--- config.mk ---
export PLATFORM = sky130hd
export DESIGN_NAME = axi2avmm_bridge
export DESIGN_NICKNAME = d
export VERILOG_FILES = /design/src/br_pkg.sv /design/src/axi2avmm_bridge.sv /design/src/br_rd_path.sv /design/src/br_rdid_fifo.sv /design/src/br_req_arb.sv /design/src/br_wr_path.sv
export VERILOG_INCLUDE_DIRS = /design/src
export SDC_FILE = /design/constraint.sdc
export NUM_CORES = 1
export LEC_CHECK = 0
export BUFFER_PORTS_ARGS = -buffer_cell sky130_fd_sc_hd__buf_2
export CORE_AREA = 2 2 162 164
export DETAILED_ROUTE_END_ITERATION = 10
export DIE_AREA = 0 0 164 166
export HOLD_SLACK_MARGIN = 0.12
export SLEW_MARGIN = 20
export SYNTH_ARGS = -nofsm -noshare
export SYNTH_HDL_FRONTEND = slang
export SYNTH_SLANG_ARGS = --single-unit
--- constraint.sdc ---
create_clock -name ip_clk -period 4.15 [get_ports ip_clk]
set_input_delay 0.83 -clock ip_clk [delete_from_list [all_inputs] [get_ports ip_clk]]
set_output_delay 0.83 -clock ip_clk [all_outputs]
set_load 0.02 [all_outputs]
--- src/br_config.svh ---
// ================================================
// bridge configuration macros
// widths, controller address slice and the
// read id queue depth with its stall threshold
// ================================================

`ifndef BR_CONFIG_SVH
`define BR_CONFIG_SVH

// data path
`define BR_DATA_W      64                // axi and controller data beat
`define BR_STRB_W      (`BR_DATA_W / 8)  // one enable per byte

// addressing
`define BR_AXI_ADDR_W  32  // axi byte address
`define BR_ADDR_LSB    3   // drop byte offset inside a 64 bit word
`define BR_ADDR_MSB    30  // top address bit passed to the controller

// transaction ids
`define BR_ID_W        8

// read id queue
`define BR_RDID_DEPTH  16  // max reads in flight at the controller

// arready drops at this fill level
// two entries of slack below full
`define BR_RDID_AFULL  14

`endif

--- src/br_pkg.sv ---
// ================================================
// bridge types
// plain vector typedefs shared by the rtl blocks
// and the testbench
// ================================================

`include "br_config.svh"

package br_pkg;

  // ================================================
  // axi side
  // ================================================
  typedef logic [`BR_AXI_ADDR_W-1:0] axi_addr_t;  // byte address
  typedef logic [`BR_ID_W-1:0]       axi_id_t;    // awid / arid / bid / rid

  // ================================================
  // shared payload
  // ================================================
  typedef logic [`BR_DATA_W-1:0] data_t;  // one beat
  typedef logic [`BR_STRB_W-1:0] strb_t;  // byte enables

  // ================================================
  // controller side
  // ================================================
  // word address, keeps the original bit positions of the axi address
  typedef logic [`BR_ADDR_MSB:`BR_ADDR_LSB] mc_addr_t;

  // queue fill level, must reach the full depth value itself
  typedef logic [$clog2(`BR_RDID_DEPTH + 1)-1:0] rdid_cnt_t;

endpackage

--- src/axi2avmm_bridge.sv ---
// ================================================
// axi4 to avmm bridge, single channel
// one write or one read command per cycle toward
// the memory controller, write wins on a tie,
// in order read returns matched to queued arids
// ================================================

`timescale 1ns/1ns

module axi2avmm_bridge (
  input  logic               ip_clk,
  input  logic               ip_rst_n,  // sync, active low

  // ================================================
  // axi write address and data
  // ================================================
  input  logic               i_awvalid,
  input  br_pkg::axi_addr_t  i_awaddr,
  input  br_pkg::axi_id_t    i_awid,
  output logic               o_awready,
  input  logic               i_wvalid,
  input  br_pkg::data_t      i_wdata,
  input  br_pkg::strb_t      i_wstrb,
  input  logic               i_wpoison,
  output logic               o_wready,

  // axi read address
  input  logic               i_arvalid,
  input  br_pkg::axi_addr_t  i_araddr,
  input  br_pkg::axi_id_t    i_arid,
  output logic               o_arready,

  // axi responses, always okay
  output logic               o_bvalid,
  output br_pkg::axi_id_t    o_bid,
  output logic               o_rvalid,
  output br_pkg::axi_id_t    o_rid,
  output br_pkg::data_t      o_rdata,
  output logic               o_rpoison,

  // ================================================
  // memory controller command port
  // ================================================
  output logic               o_avmm_write,
  output logic               o_avmm_read,
  output br_pkg::mc_addr_t   o_avmm_address,
  output br_pkg::data_t      o_avmm_writedata,
  output br_pkg::strb_t      o_avmm_byteenable,
  output logic               o_avmm_write_poison,
  input  logic               i_avmm_ready,
  input  logic               i_avmm_readdatavalid,
  input  br_pkg::data_t      i_avmm_readdata,
  input  logic               i_avmm_read_poison
);

  logic wr_accept;  // write command this cycle
  logic rd_accept;  // read command this cycle
  logic rd_room;    // id queue can take another read

  br_req_arb u_req_arb (
    .i_awvalid           (i_awvalid),
    .i_awaddr            (i_awaddr),
    .i_wvalid            (i_wvalid),
    .i_wdata             (i_wdata),
    .i_wstrb             (i_wstrb),
    .i_wpoison           (i_wpoison),
    .i_arvalid           (i_arvalid),
    .i_araddr            (i_araddr),
    .i_avmm_ready        (i_avmm_ready),
    .i_rd_room           (rd_room),
    .o_awready           (o_awready),
    .o_wready            (o_wready),
    .o_arready           (o_arready),
    .o_wr_accept         (wr_accept),
    .o_rd_accept         (rd_accept),
    .o_avmm_write        (o_avmm_write),
    .o_avmm_read         (o_avmm_read),
    .o_avmm_address      (o_avmm_address),
    .o_avmm_writedata    (o_avmm_writedata),
    .o_avmm_byteenable   (o_avmm_byteenable),
    .o_avmm_write_poison (o_avmm_write_poison)
  );

  // bresp one cycle after the write command
  br_wr_path u_wr_path (
    .ip_clk      (ip_clk),
    .ip_rst_n    (ip_rst_n),
    .i_wr_accept (wr_accept),
    .i_awid      (i_awid),
    .o_bvalid    (o_bvalid),
    .o_bid       (o_bid)
  );

  br_rd_path u_rd_path (
    .ip_clk               (ip_clk),
    .ip_rst_n             (ip_rst_n),
    .i_rd_accept          (rd_accept),
    .i_arid               (i_arid),
    .i_avmm_readdatavalid (i_avmm_readdatavalid),
    .i_avmm_readdata      (i_avmm_readdata),
    .i_avmm_read_poison   (i_avmm_read_poison),
    .o_rd_room            (rd_room),
    .o_rvalid             (o_rvalid),
    .o_rid                (o_rid),
    .o_rdata              (o_rdata),
    .o_rpoison            (o_rpoison)
  );

endmodule

--- src/br_rd_path.sv ---
// ================================================
// read response path
// queues arids in issue order and pairs each
// returned controller beat with the oldest id
// ================================================

`timescale 1ns/1ns

module br_rd_path (
  input  logic             ip_clk,
  input  logic             ip_rst_n,
  input  logic             i_rd_accept,           // read command issued
  input  br_pkg::axi_id_t  i_arid,
  input  logic             i_avmm_readdatavalid,  // in order beat from mc
  input  br_pkg::data_t    i_avmm_readdata,
  input  logic             i_avmm_read_poison,
  output logic             o_rd_room,             // gates arready
  output logic             o_rvalid,
  output br_pkg::axi_id_t  o_rid,
  output br_pkg::data_t    o_rdata,
  output logic             o_rpoison
);

  br_pkg::axi_id_t   head_id;   // oldest outstanding arid
  br_pkg::rdid_cnt_t rd_count;  // reads in flight

  // ================================================
  // id queue
  // ================================================
  br_rdid_fifo u_rdid_fifo (
    .ip_clk   (ip_clk),
    .ip_rst_n (ip_rst_n),
    .i_push   (i_rd_accept),
    .i_pop    (i_avmm_readdatavalid),  // one beat retires one id
    .i_din    (i_arid),
    .o_dout   (head_id),
    .o_count  (rd_count),
    .o_room   (o_rd_room)
  );

  // ================================================
  // response mapping
  // ================================================
  // controller returns in order so no id search is needed
  always_comb
  begin
    o_rvalid  = i_avmm_readdatavalid;  // rready ignored
    o_rid     = head_id;
    o_rdata   = i_avmm_readdata;
    o_rpoison = i_avmm_readdatavalid & i_avmm_read_poison;  // only meaningful with a beat
  end

  // a beat with nothing outstanding means the controller
  // returned more data than reads were issued
  a_beat_has_id: assert property (@(posedge ip_clk) disable iff (!ip_rst_n)
    i_avmm_readdatavalid |-> (rd_count != '0));

endmodule

--- src/br_rdid_fifo.sv ---
// ================================================
// read id queue
// register array fifo with show-ahead head output,
// fill count and an early room flag for arready
// ================================================

`timescale 1ns/1ns

`include "br_config.svh"

module br_rdid_fifo (
  input  logic                ip_clk,
  input  logic                ip_rst_n,
  input  logic                i_push,   // arid accepted
  input  logic                i_pop,    // read beat returned
  input  br_pkg::axi_id_t     i_din,
  output br_pkg::axi_id_t     o_dout,   // head entry, valid while count > 0
  output br_pkg::rdid_cnt_t   o_count,
  output logic                o_room    // below the stall threshold
);

  localparam int DEPTH = `BR_RDID_DEPTH;
  localparam int PTR_W = (DEPTH > 1) ? $clog2(DEPTH) : 1;

  br_pkg::axi_id_t  mem [DEPTH];  // id storage
  logic [PTR_W-1:0] wr_ptr;
  logic [PTR_W-1:0] rd_ptr;

  // wrap at depth so a non power of two depth still works
  function automatic logic [PTR_W-1:0] ptr_inc(input logic [PTR_W-1:0] ptr);
    logic [PTR_W-1:0] nxt;
    if (ptr == PTR_W'(DEPTH - 1))
    begin
      nxt = '0;
    end
    else
    begin
      nxt = ptr + PTR_W'(1);
    end
    return nxt;
  endfunction

  // ================================================
  // storage and pointers
  // ================================================
  always_ff @(posedge ip_clk)
  begin
    if (i_push)
    begin
      mem[wr_ptr] <= i_din;
    end
  end

  always_ff @(posedge ip_clk)
  begin
    if (!ip_rst_n)
    begin
      wr_ptr  <= '0;
      rd_ptr  <= '0;
      o_count <= '0;
    end
    else
    begin
      if (i_push) wr_ptr <= ptr_inc(wr_ptr);
      if (i_pop)  rd_ptr <= ptr_inc(rd_ptr);
      case ({i_push, i_pop})
        2'b10:   o_count <= o_count + br_pkg::rdid_cnt_t'(1);
        2'b01:   o_count <= o_count - br_pkg::rdid_cnt_t'(1);
        default: o_count <= o_count;  // idle or push and pop together
      endcase
    end
  end

  assign o_dout = mem[rd_ptr];  // show-ahead, no read latency
  assign o_room = (o_count < br_pkg::rdid_cnt_t'(`BR_RDID_AFULL));

  // arbiter threshold must keep pushes away from a full queue
  a_no_push_full: assert property (@(posedge ip_clk) disable iff (!ip_rst_n)
    i_push |-> (o_count < br_pkg::rdid_cnt_t'(DEPTH)));
  a_no_pop_empty: assert property (@(posedge ip_clk) disable iff (!ip_rst_n)
    i_pop |-> (o_count != '0));

endmodule

--- src/br_req_arb.sv ---
// ================================================
// request arbiter
// builds awready/wready/arready, picks write over
// read and drives a single controller command
// ================================================

`timescale 1ns/1ns

`include "br_config.svh"

module br_req_arb (
  input  logic               i_awvalid,
  input  br_pkg::axi_addr_t  i_awaddr,
  input  logic               i_wvalid,
  input  br_pkg::data_t      i_wdata,
  input  br_pkg::strb_t      i_wstrb,
  input  logic               i_wpoison,
  input  logic               i_arvalid,
  input  br_pkg::axi_addr_t  i_araddr,
  input  logic               i_avmm_ready,   // controller can take a command
  input  logic               i_rd_room,      // id queue below threshold
  output logic               o_awready,
  output logic               o_wready,
  output logic               o_arready,
  output logic               o_wr_accept,    // to write path
  output logic               o_rd_accept,    // to read path
  output logic               o_avmm_write,
  output logic               o_avmm_read,
  output br_pkg::mc_addr_t   o_avmm_address,
  output br_pkg::data_t      o_avmm_writedata,
  output br_pkg::strb_t      o_avmm_byteenable,
  output logic               o_avmm_write_poison
);

  logic wr_offer;  // address and data presented together

  // ================================================
  // ready generation
  // ================================================
  assign wr_offer  = i_awvalid & i_wvalid;
  assign o_awready = i_avmm_ready;  // writes only wait on the controller
  assign o_wready  = i_avmm_ready;
  // a pending write holds the read off so it is never dropped
  assign o_arready = i_avmm_ready & i_rd_room & ~wr_offer;

  assign o_wr_accept = wr_offer & i_avmm_ready;
  assign o_rd_accept = i_arvalid & o_arready;

  // ================================================
  // command mux
  // ================================================
  always_comb
  begin
    o_avmm_write        = o_wr_accept;
    o_avmm_read         = o_rd_accept;
    o_avmm_address      = '0;
    o_avmm_writedata    = '0;  // quiet payload when idle or reading
    o_avmm_byteenable   = '0;
    o_avmm_write_poison = 1'b0;
    if (o_wr_accept)
    begin
      o_avmm_address      = i_awaddr[`BR_ADDR_MSB:`BR_ADDR_LSB];
      o_avmm_writedata    = i_wdata;
      o_avmm_byteenable   = i_wstrb;
      o_avmm_write_poison = i_wpoison;  // only user bit kept
    end
    else if (o_rd_accept)
    begin
      o_avmm_address = i_araddr[`BR_ADDR_MSB:`BR_ADDR_LSB];
    end
  end

  // one command per cycle on the controller port
  always_comb
  begin
    a_one_cmd: assert (!(o_avmm_write && o_avmm_read));
  end

endmodule

--- src/br_wr_path.sv ---
// ================================================
// write response path
// stages the accepted awid and raises bvalid for
// one cycle starting one clock after the write command
// ================================================

`timescale 1ns/1ns

module br_wr_path (
  input  logic             ip_clk,
  input  logic             ip_rst_n,
  input  logic             i_wr_accept,  // write command issued this cycle
  input  br_pkg::axi_id_t  i_awid,
  output logic             o_bvalid,
  output br_pkg::axi_id_t  o_bid
);

  // ================================================
  // id staging
  // ================================================
  // loaded only on acceptance so bid keeps the last
  // write id while no write is in flight
  always_ff @(posedge ip_clk)
  begin
    if (i_wr_accept)
    begin
      o_bid <= i_awid;
    end
  end

  // ================================================
  // response pulse
  // ================================================
  always_ff @(posedge ip_clk)
  begin
    if (!ip_rst_n)
    begin
      o_bvalid <= 1'b0;
    end
    else
    begin
      o_bvalid <= i_wr_accept;  // bready ignored so the master must take it
    end
  end

  // back to back bvalid needs a new write each cycle
  a_bvalid_single: assert property (@(posedge ip_clk) disable iff (!ip_rst_n)
    (o_bvalid && !i_wr_accept) |=> !o_bvalid);

endmodule

Word-level counts from Yosys, hierarchy flattened

Memory sizes are Yosys's and may differ from the RTL's. A register that Yosys moved wholly into a read port is not among the register bits.
Index checks and enable logic that the tools add are counted.

Bits of input ports: 225
Memories kept: 1
RAM bits: 128
Flip-flop bits (word level): 22
Output and inout port bits: 189

Mux-type cells: 12
Add/subtract/negate cells: 4
Reduce and logical (&&, ||, !) cells: 1
Bitwise logic cells: 7
Equality and inequality tests: 4
Magnitude comparators: 1

Memory list:

| name                      | words | bits a word | read ports | clocked after memory_dff | write ports | RTL line           | RTL |
|---|---|---|---|---|---|---|---|
| u_rd_path.u_rdid_fifo.mem | 16    | 8           | 1          | 1                        | 1           | br_rdid_fifo.sv:25 | `br_pkg::axi_id_t mem [DEPTH];` |

Operator list:

| cell                                                        | number |
|---|---|
| 2-to-1 mux 64 bit                                           | 1 |
| 2-to-1 mux 28 bit                                           | 2 |
| 2-to-1 mux 4 bit                                            | 4 |
| one-hot mux 5 bit (2 select lines)                          | 1 |
| adder 4 x 1 -> 4 bit (second input constant)                | 2 |
| equality test 4 bit (second input constant)                 | 2 |
| 2-to-1 mux 8 bit                                            | 1 |
| AND 1 bit                                                   | 6 |
| adder 5 x 1 -> 5 bit (second input constant)                | 1 |
| less-than comparator 5 x 4 -> 1 bit (second input constant) | 1 |
| subtractor 5 x 1 -> 5 bit (second input constant)           | 1 |
| 2-to-1 mux 1 bit                                            | 3 |
| equality test 2 x 1 -> 1 bit (second input constant)        | 1 |
| equality test 2 bit (second input constant)                 | 1 |
| nonzero test 2 bit                                          | 1 |
| inverter 1 bit                                              | 1 |

Depth between registers and ports, before layout

Gate-level depths: netlist (run 1).

Depth in word-level cells: 6
Mapped depth: 13
Depth with buffers taken out: 10

Modules after synthesis

A second synthesis (run 1) with hierarchy kept.

Cell total of the unflattened synthesis: 583
Area, all modules: 7820.0 um2

Modules (own cells, without submodules):

| module       | cells an instance | times used | area an instance (um2) | sequential area each (um2) |
|---|---|---|---|---|
| br_rdid_fifo | 315               | 1          | 5884.4                 | 4184.0 |
| br_req_arb   | 192               | 1          | 1174.9                 | 0.0 |
| br_rd_path   | 66                | 1          | 494.2                  | 0.0 |
| br_wr_path   | 10                | 1          | 266.5                  | 260.2 |

Worst setup path after synthesis (run 1)

Ideal clock, no wire load.

Kind: input to register
Start: in i_avmm_ready
End: reg u_rd_path.u_rdid_fifo.o_count[2]
Buffers on the path: 2
Arrival: 2767 ps
Required time: 4074 ps
Setup slack: 1308 ps
Stages on the path: 12
Path through: nor2b_1 and4_1 buf_2 inv_2 ha_1 clkbuf_1 xor2_1 ha_1 a21oi_1 xor2_1 or3_1 a21boi_0

Word-level cells in the longest chain between the ends: 5
Elaborated cells between the ends (all ways): 7
Classes of those cells: eq/ne (2); mux (1); bitwise (3); reduce/logical (1)

Ends and longest elaborated chain:

| element                                                                  | RTL line              | RTL |
|---|---|---|
| start: declaration                                                       | axi2avmm_bridge.sv:50 | `input logic i_avmm_ready,` |
| AND 1 bit (*) (2 in a row)                                               | br_req_arb.sv:44      | `assign o_arready = i_avmm_ready & i_rd_room & ~wr_offer;` |
| AND 1 bit (*)                                                            | br_req_arb.sv:47      | `assign o_rd_accept = i_arvalid & o_arready;` |
| equality test 2 x 1 -> 1 bit or equality test 2 bit (tied branches)      | br_rdid_fifo.sv:66    | `case ({i_push, i_pop})` |
| one-hot mux 5 bit (2 select lines) or nonzero test 2 bit (tied branches) | -                     |  |
| end signal: assignment                                                   | br_rdid_fifo.sv:67    | `2'b10: o_count <= o_count + br_pkg::rdid_cnt_t'(1);` |
| end signal: assignment                                                   | br_rdid_fifo.sv:68    | `2'b01: o_count <= o_count - br_pkg::rdid_cnt_t'(1);` |
| end signal: assignment                                                   | br_rdid_fifo.sv:69    | `default: o_count <= o_count;` |
| end: declaration                                                         | br_rdid_fifo.sv:18    | `output br_pkg::rdid_cnt_t o_count,` |

Mark *: on every way between the ends. The rest lies on a longest branch, timed or not.
A chain may end at the register's enable or synchronous reset.

Worst setup path after layout (run 1)

Start: in i_avmm_ready
End: out o_avmm_writedata[22]

Word-level cells in the longest chain between the ends: 2

Ends and longest elaborated chain:

| element           | RTL line              | RTL |
|---|---|---|
| AND 1 bit         | br_req_arb.sv:46      | `assign o_wr_accept = wr_offer & i_avmm_ready;` |
| 2-to-1 mux 64 bit | br_req_arb.sv:60      | `if (o_wr_accept)` |
| end: declaration  | axi2avmm_bridge.sv:47 | `output br_pkg::data_t o_avmm_writedata,` |

No other way between the ends.

==> summary.txt, run 1 <==
Logic synthesis
  • Compound-Gate Fraction of Synth Area: under 10%
  • Seq cells post-synth: 154
  • Mux cell area share after synthesis: between 10% and 20%
  • Avg Cell Area, Syn: about 14 µm²
  • Post-synthesis sequential area ratio: 59.4%
  • Post-Synth Simple-Gate Area: between 10% and 20%
  • Synth top area share: approximately 55%
  • EDFF count, synth: about 140
  • Synthesized cell area: about 7500 µm²
  • Synth Flop Type: edfxtp_1
  • Unique masters post-synth: 43
  • Synth Instances: 520
  • Top cells by area, synth: edfxtp_1 (55%), and2_1 (7.1%), buf_4 (6.8%)
  • Largest family of logic cells by synthesized area: simple AND/OR/NAND/NOR gates
  • Synth area leader: edfxtp_1
  • Fraction of registers with async set/reset: 0%
  • Adder-cell share of the synthesized area: about 1.5%
  • Post-Synth XOR/XNOR Area: less than 1%
  • Syn nets: about 750
  • Yosys warns: 0

Global route
  • Gr usage total: 23.4%
  • Number of global-route vias before repair: 5030
  • GRT overflow: 0
  • Initial antenna violation count: 5
  • Pin count of the biggest net entering global routing: 77
  • Global-route wire length before repair: between 40 and 50 mm

Detailed routing
  • 1st-pass router iterations: 4
  • DRC violations left: 0
  • DR WL/cell: between 20 and 30 µm
  • WL final: 31.9 mm
  • Initial DRC Count: 382
  • Via density: 4.77
  • ANT nets after route: 0
  • Vias: 5094

Worst setup path
  • CP Data Arrival Time: 2.48 ns
  • FF-to-FF Start: u_rd_path.u_rdid_fifo.o_count[2]
  • Critical Path RT: between 3 and 4 ns
  • Buffers and inverters on the worst path: 3
  • Setup crit start kind: input pin
  • Max stage delay cell, worst path: and3_2
  • R2R Setup Slk: between 1 and 1.5 ns
  • Critical-path maximum fanout: 76
  • Worst Reg-to-Reg Cells: 10
  • Kind of end point of the critical path: output pin
  • CP top delay family: simple AND/OR/NAND/NOR gates
  • Crit path largest cell delay: 0.56 ns
  • Crit Path Class: input pin to output pin
  • RR Endpoint: u_rd_path.u_rdid_fifo.o_count[2]
  • Crit path cell chain: buf_2, and3_2, buf_12, and2_1, buf_2
  • CP most frequent cell: buf_2

Place
  • Placed Instances: 1036
  • RD Place Congestion: 0.936
  • Pre-CTS setup slack: approximately 0.9 ns
  • # port buffers: ~280
  • Hpwl dp: ~27 mm
  • Placed inst area: 8660 µm²

STA
  • Setup Skew: roughly 0.01 ns
  • Fmax: 0.302 GHz
  • Final worst path period share: approximately four fifths
  • Final WS setup: ~0.84 ns
  • Slew of the pin with the lowest slew margin: roughly 0.84 ns
  • Final Hold Viols: 0
  • RSZ-0062 raised after global routing: false
  • Worst Hold Margin: about 0.47 ns
  • Max_slew headroom: around 44%
  • Max Slew Vio Count: 0
  • Final setup viols: 0
  • Setup TNS: 0 ns
  • Crit path time final: between 3 and 4 ns

Die
  • Initial core utilization: 29.2%
  • Die W: roughly 160 µm
  • I/O pins: 414
  • Row cnt: approximately 60
  • Die area: between 20000 and 30000 µm²
  • Die Y: 166 µm
  • Core Box Area: 25600 µm²

Cells and area
  • Most frequent cells in the layout: buf_2 (277), edfxtp_1 (136), and2_1 (85)
  • Layout cells sized above 1: between 40 and 50%
  • Non-filler cells, final: between 1000 and 1500
  • Fin nets: between 900 and 1000
  • Finished Core Util: between 30 and 40%
  • # diodes: 0
  • Register Area: roughly 4400 µm²
  • Fillers: around 2400
  • Commonest non-fill, non-tap cell in the layout: buf_2
  • Area grow syn2layout: 24.1%
  • Finished Cell Area: 9290 µm²
  • Multi-input gate area: 2330 µm²

Flow run
  • Max Cap Violations: 0

Clock network
  • Hold Buf Count CTS: 0
  • Setup Fix Bufs, Post-CTS: 0
  • Htree depth: 4
  • Maximum root-to-sink buffer count: 2
  • TritonCTS clock tree: yes
  • Cts repair resizes: 0
  • Cell chosen for the clock root: clkbuf_16
  • CTS buffer count: 17
  • Clk Latency, worst-skew pair: about 0.43 ns
  • Reg clk slew, reported paths: 0.06 ns
  • # clock sinks: between 150 and 200

Min path
  • Hold depth: 2
  • Worst hold path startpoint: u_rd_path.u_rdid_fifo.o_count[4]
  • Hold worst-path end: u_rd_path.u_rdid_fifo.o_count[4]
  • Worst Hold Class: flip-flop to flip-flop

Run status
  • Status: finished clean

Power
  • Internal power: 2.94 mW
  • Switching share of power: between 20% and 30%
  • Pwr/cell area: 416 nW/µm²
  • Peak supply drop: around 0.32 mV
  • Sequential power share: a little under half
  • Lkg Pwr: just under 4 nW
  • PnR Total Power: slightly below 4 mW
  • Power share of the combinational group: roughly an eighth
  • Clock Power Share: a little over two fifths
  • Switch Pwr: ~920 µW
logic make-up after synthesis:
group / count (synthesis)
compound gates: 58
xor+xnor: 5
fa+ha+maj: 9
buf+inv: 104
flops: 154
mux: 37
simple gates: 153
how the worst max path moves through the flow:
stage,from,to,slack [ns],cells past startpoint
2_1_floorplan,i_avmm_ready,u_rd_path.u_rdid_fifo.o_count[2],1.31,12
3_3_place_gp,i_avmm_ready,o_avmm_address[2],0.89,6
3_5_place_dp,i_avmm_ready,o_avmm_address[16],0.88,5
4_1_cts,i_avmm_ready,o_avmm_address[16],0.88,5
5_1_grt,i_avmm_ready,o_avmm_writedata[22],0.75,5
6_report,i_avmm_ready,o_avmm_writedata[22],0.84,5
tightest hold or removal path: cells and delay by family (launching register included):
| family | cells | cell delay (ns) |
|---|---|---|
| flops | 1 | 0.31 |
| mux | 1 | 0.05 |
| simple gates | 1 | 0.05 |
cell type report:
cell class	instances	share of cell area, %
clock buffer	21	4.96
clock inverter	11	1.81
timing repair buffer	282	15.6
inverter	3	0.121
sequential	154	47.9
tap	335	4.51
multi-input combinational	262	25.1
cell usage after synthesis, types with 2 or more instances:
library cell	number
xor2_1	3
mux2i_1	5
nand2b_1	2
dfxtp_1	18
edfxtp_1	136
nor2_1	7
a22o_1	28
nor2b_1	4
buf_6	2
and2_1	85
buf_2	8
nor3_1	2
inv_1	2
xnor2_1	2
a21oi_1	2
mux4_1	16
nand2_1	22
a22oi_1	16
clkdlybuf4s25_2	2
mux4_2	16
and3_1	13
ha_1	9
o21ai_0	5
a21boi_0	3
nand3_1	9
clkbuf_1	18
buf_4	68
nand4_1	2
metal layers:
metal  routed length (µm)  share of wire, %  GRT usage (%)
met5                   13             0.041              0
met4                  143              0.45           2.97
met3                 4560                14           15.9
met2                14500                45           35.2
met1                12700                40           28.5
sequential cells by signal, summed over array words and instances (netlist names), named ones only:
name and count:
u_rd_path.u_rdid_fifo.mem 128, u_rd_path.u_rdid_fifo.o_count 5, u_rd_path.u_rdid_fifo.wr_ptr 4, u_rd_path.u_rdid_fifo.rd_ptr 4
u_wr_path.o_bvalid 1, u_wr_path.o_bid 8
power by group through the flow:
stage               registers [mW]  logic, mW  clock network (mW)
floorplan                     1.76      0.358                   0
global placement              1.77      0.478                   0
detailed placement            1.77      0.483                   0
CTS                           1.74      0.484                1.67
global route                  1.75      0.515                1.72
finish                        1.74      0.479                1.64
(Power assumes the default switching activity.)
==> inputs of run 2 (changes only) <==
Clock period 4.15 ns to 3.45 ns, I/O delays scaled along.
==> summary.txt, run 2 (synthesis gave the netlist of run 1 again) <==
STA
  • Final Hold Viols: 0
  • Setup TNS: 0 ns
  • Max_slew headroom: approximately 48%
  • RSZ-0062 raised after global routing: false
  • Slew of the pin with the lowest slew margin: between 0.7 and 0.8 ns
  • Final worst path period share: 84.8%
  • Setup Skew: roughly 0.0062 ns
  • Fmax: between 0.3 and 0.4 GHz
  • Crit path time final: 2.92 ns
  • Final setup viols: 0
  • Max Slew Vio Count: 0

Global route
  • Initial antenna violation count: 6
  • Pin count of the biggest net entering global routing: 64
  • Global-route wire length before repair: 42.8 mm
  • Number of global-route vias before repair: between 5000 and 6000
  • Gr usage total: between 20% and 30%
  • GRT overflow: 0

Worst setup path
  • Setup crit start kind: input pin
  • Critical Path RT: between 2 and 3 ns
  • Max stage delay cell, worst path: a22o_1
  • Critical-path maximum fanout: 29
  • Crit path cell chain: buf_2, nor2b_1, and4_1, buf_4, a22o_1, buf_2
  • CP most frequent cell: buf_2
  • CP Data Arrival Time: ~2.2 ns
  • Crit path largest cell delay: between 0.4 and 0.5 ns
  • Crit Path Class: input pin to output pin
  • Kind of end point of the critical path: output pin

Detailed routing
  • Vias: just over 5000
  • Via density: 4.77
  • WL final: about 32 mm
  • DR WL/cell: 29.7 µm
  • Initial DRC Count: 421
  • 1st-pass router iterations: 5
  • ANT nets after route: 0
  • DRC violations left: 0

Cells and area
  • Top reg by flops: u_rd_path.u_rdid_fifo.mem
  • Register Area: 4450 µm²
  • Finished Core Util: a little over a third
  • Layout cells sized above 1: around 46%
  • Fillers: around 2500
  • Fin nets: 957
  • Commonest non-fill, non-tap cell in the layout: buf_2
  • Non-filler cells, final: between 1000 and 1500
  • Area grow syn2layout: 23.5%
  • Max FFs per register: 128
  • Most frequent cells in the layout: buf_2 (277), edfxtp_1 (136), and2_1 (85)
  • Top flop regs: u_rd_path.u_rdid_fifo.mem (128), u_wr_path.o_bid (8), u_rd_path.u_rdid_fifo.o_count (5)
  • Finished Cell Area: 9240 µm²
  • Multi-input gate area: 2330 µm²
  • # diodes: 0

Place
  • Placed Instances: 1039
  • Placed inst area: 8680 µm²
  • Hpwl dp: 26.5 mm
  • # port buffers: 277
  • RD Place Congestion: ~0.93

Clock network
  • Cell chosen for the clock root: clkbuf_16
  • CTS buffer count: 17
  • Htree depth: 4
  • Hold Buf Count CTS: 0
  • Reg clk slew, reported paths: about 0.06 ns
  • Clk Latency, worst-skew pair: roughly 0.42 ns
  • Setup Fix Bufs, Post-CTS: 0
  • Cts repair resizes: 0
  • Maximum root-to-sink buffer count: 2
  • TritonCTS clock tree: yes
  • # clock sinks: roughly 150

Power
  • PnR Total Power: between 4 and 5 mW
  • Lkg Pwr: ~4 nW
  • Peak supply drop: 0.362 mV
  • Pwr/cell area: ~480 nW/µm²

Die
  • Row cnt: roughly 60
  • I/O pins: 414
  • Initial core utilization: slightly below 30%
  • Die Y: about 170 µm
  • Die W: between 150 and 200 µm
  • Die area: around 27000 µm²
  • Core Box Area: 25600 µm²

Flow run
  • Max Cap Violations: 0

Run status
  • Status: finished clean

Min path
  • Worst Hold Class: input pin to flip-flop
run 2: cell count changes in the layout (fill, tap and decap cells not counted), moves of 2 or more:
| cell | change |
|---|---|
| clkbuf_1 | -2 |
| buf_4 | +3 |
| clkinv_4 | +2 |
| inv_6 | +3 |
| bufinv_16 | -3 |
| clkbuf_8 | -2 |
run 2: path summary, 6_finish.rpt:
kind,cells after the start,to,start,slack [ns]
worst min register to register,2,u_rd_path.u_rdid_fifo.o_count[4],u_rd_path.u_rdid_fifo.o_count[4],0.48
worst max register to register,10,u_rd_path.u_rdid_fifo.o_count[2],u_rd_path.u_rdid_fifo.o_count[2],0.82
worst max-delay path,6,o_avmm_address[18],i_avmm_ready,0.53
worst min-delay path,1,u_wr_path.o_bid[3],i_awid[3],0.45
run 2: per-stage QoR:
stage / hold WS (ns) / setup slack (ns)
after global routing: 0.440 / 0.422
after CTS: 0.439 / 0.479
final: 0.453 / 0.525
after detailed placement: 0.470 / 0.483
after floorplan: 0.443 / 0.748
after global placement: 0.460 / 0.508
run 2: final cells by class:
| cell class | instances | area share [%] |
|---|---|---|
| Clock buffer | 17 | 4.60 |
| Tap cell | 335 | 4.53 |
| Timing Repair Buffer | 285 | 15.9 |
| Inverter | 3 | 0.122 |
| Sequential cell | 154 | 48.1 |
| Clock inverter | 15 | 1.50 |
| Multi-Input combinational cell | 262 | 25.2 |
run 2: layer usage:
metal / global-route usage, % / up-vias / part of all wire, %
met3: 15.6 / 26 / 14
met5: 0 / - / 0.094
li1: - / 2291 / -
met4: 3.05 / 4 / 0.63
met1: 29.4 / 2493 / 40
met2: 34.9 / 298 / 45
run 2: power by group:
| part | leakage [nW] | total [mW] | internal [mW] | switching (mW) |
|---|---|---|---|---|
| registers | 1.37 | 2.09 | 2.06 | 0.0288 |
| logic | 2.25 | 0.587 | 0.236 | 0.352 |
| clock network | 0.270 | 1.78 | 1.00 | 0.773 |
run 2: worst max-delay path, delay by kind of cell:
family                 cells  cell delay, ns
buffers and inverters      3            0.69
and+or+nand+nor            2            0.43
AOI/OAI and AO/OA          1            0.41
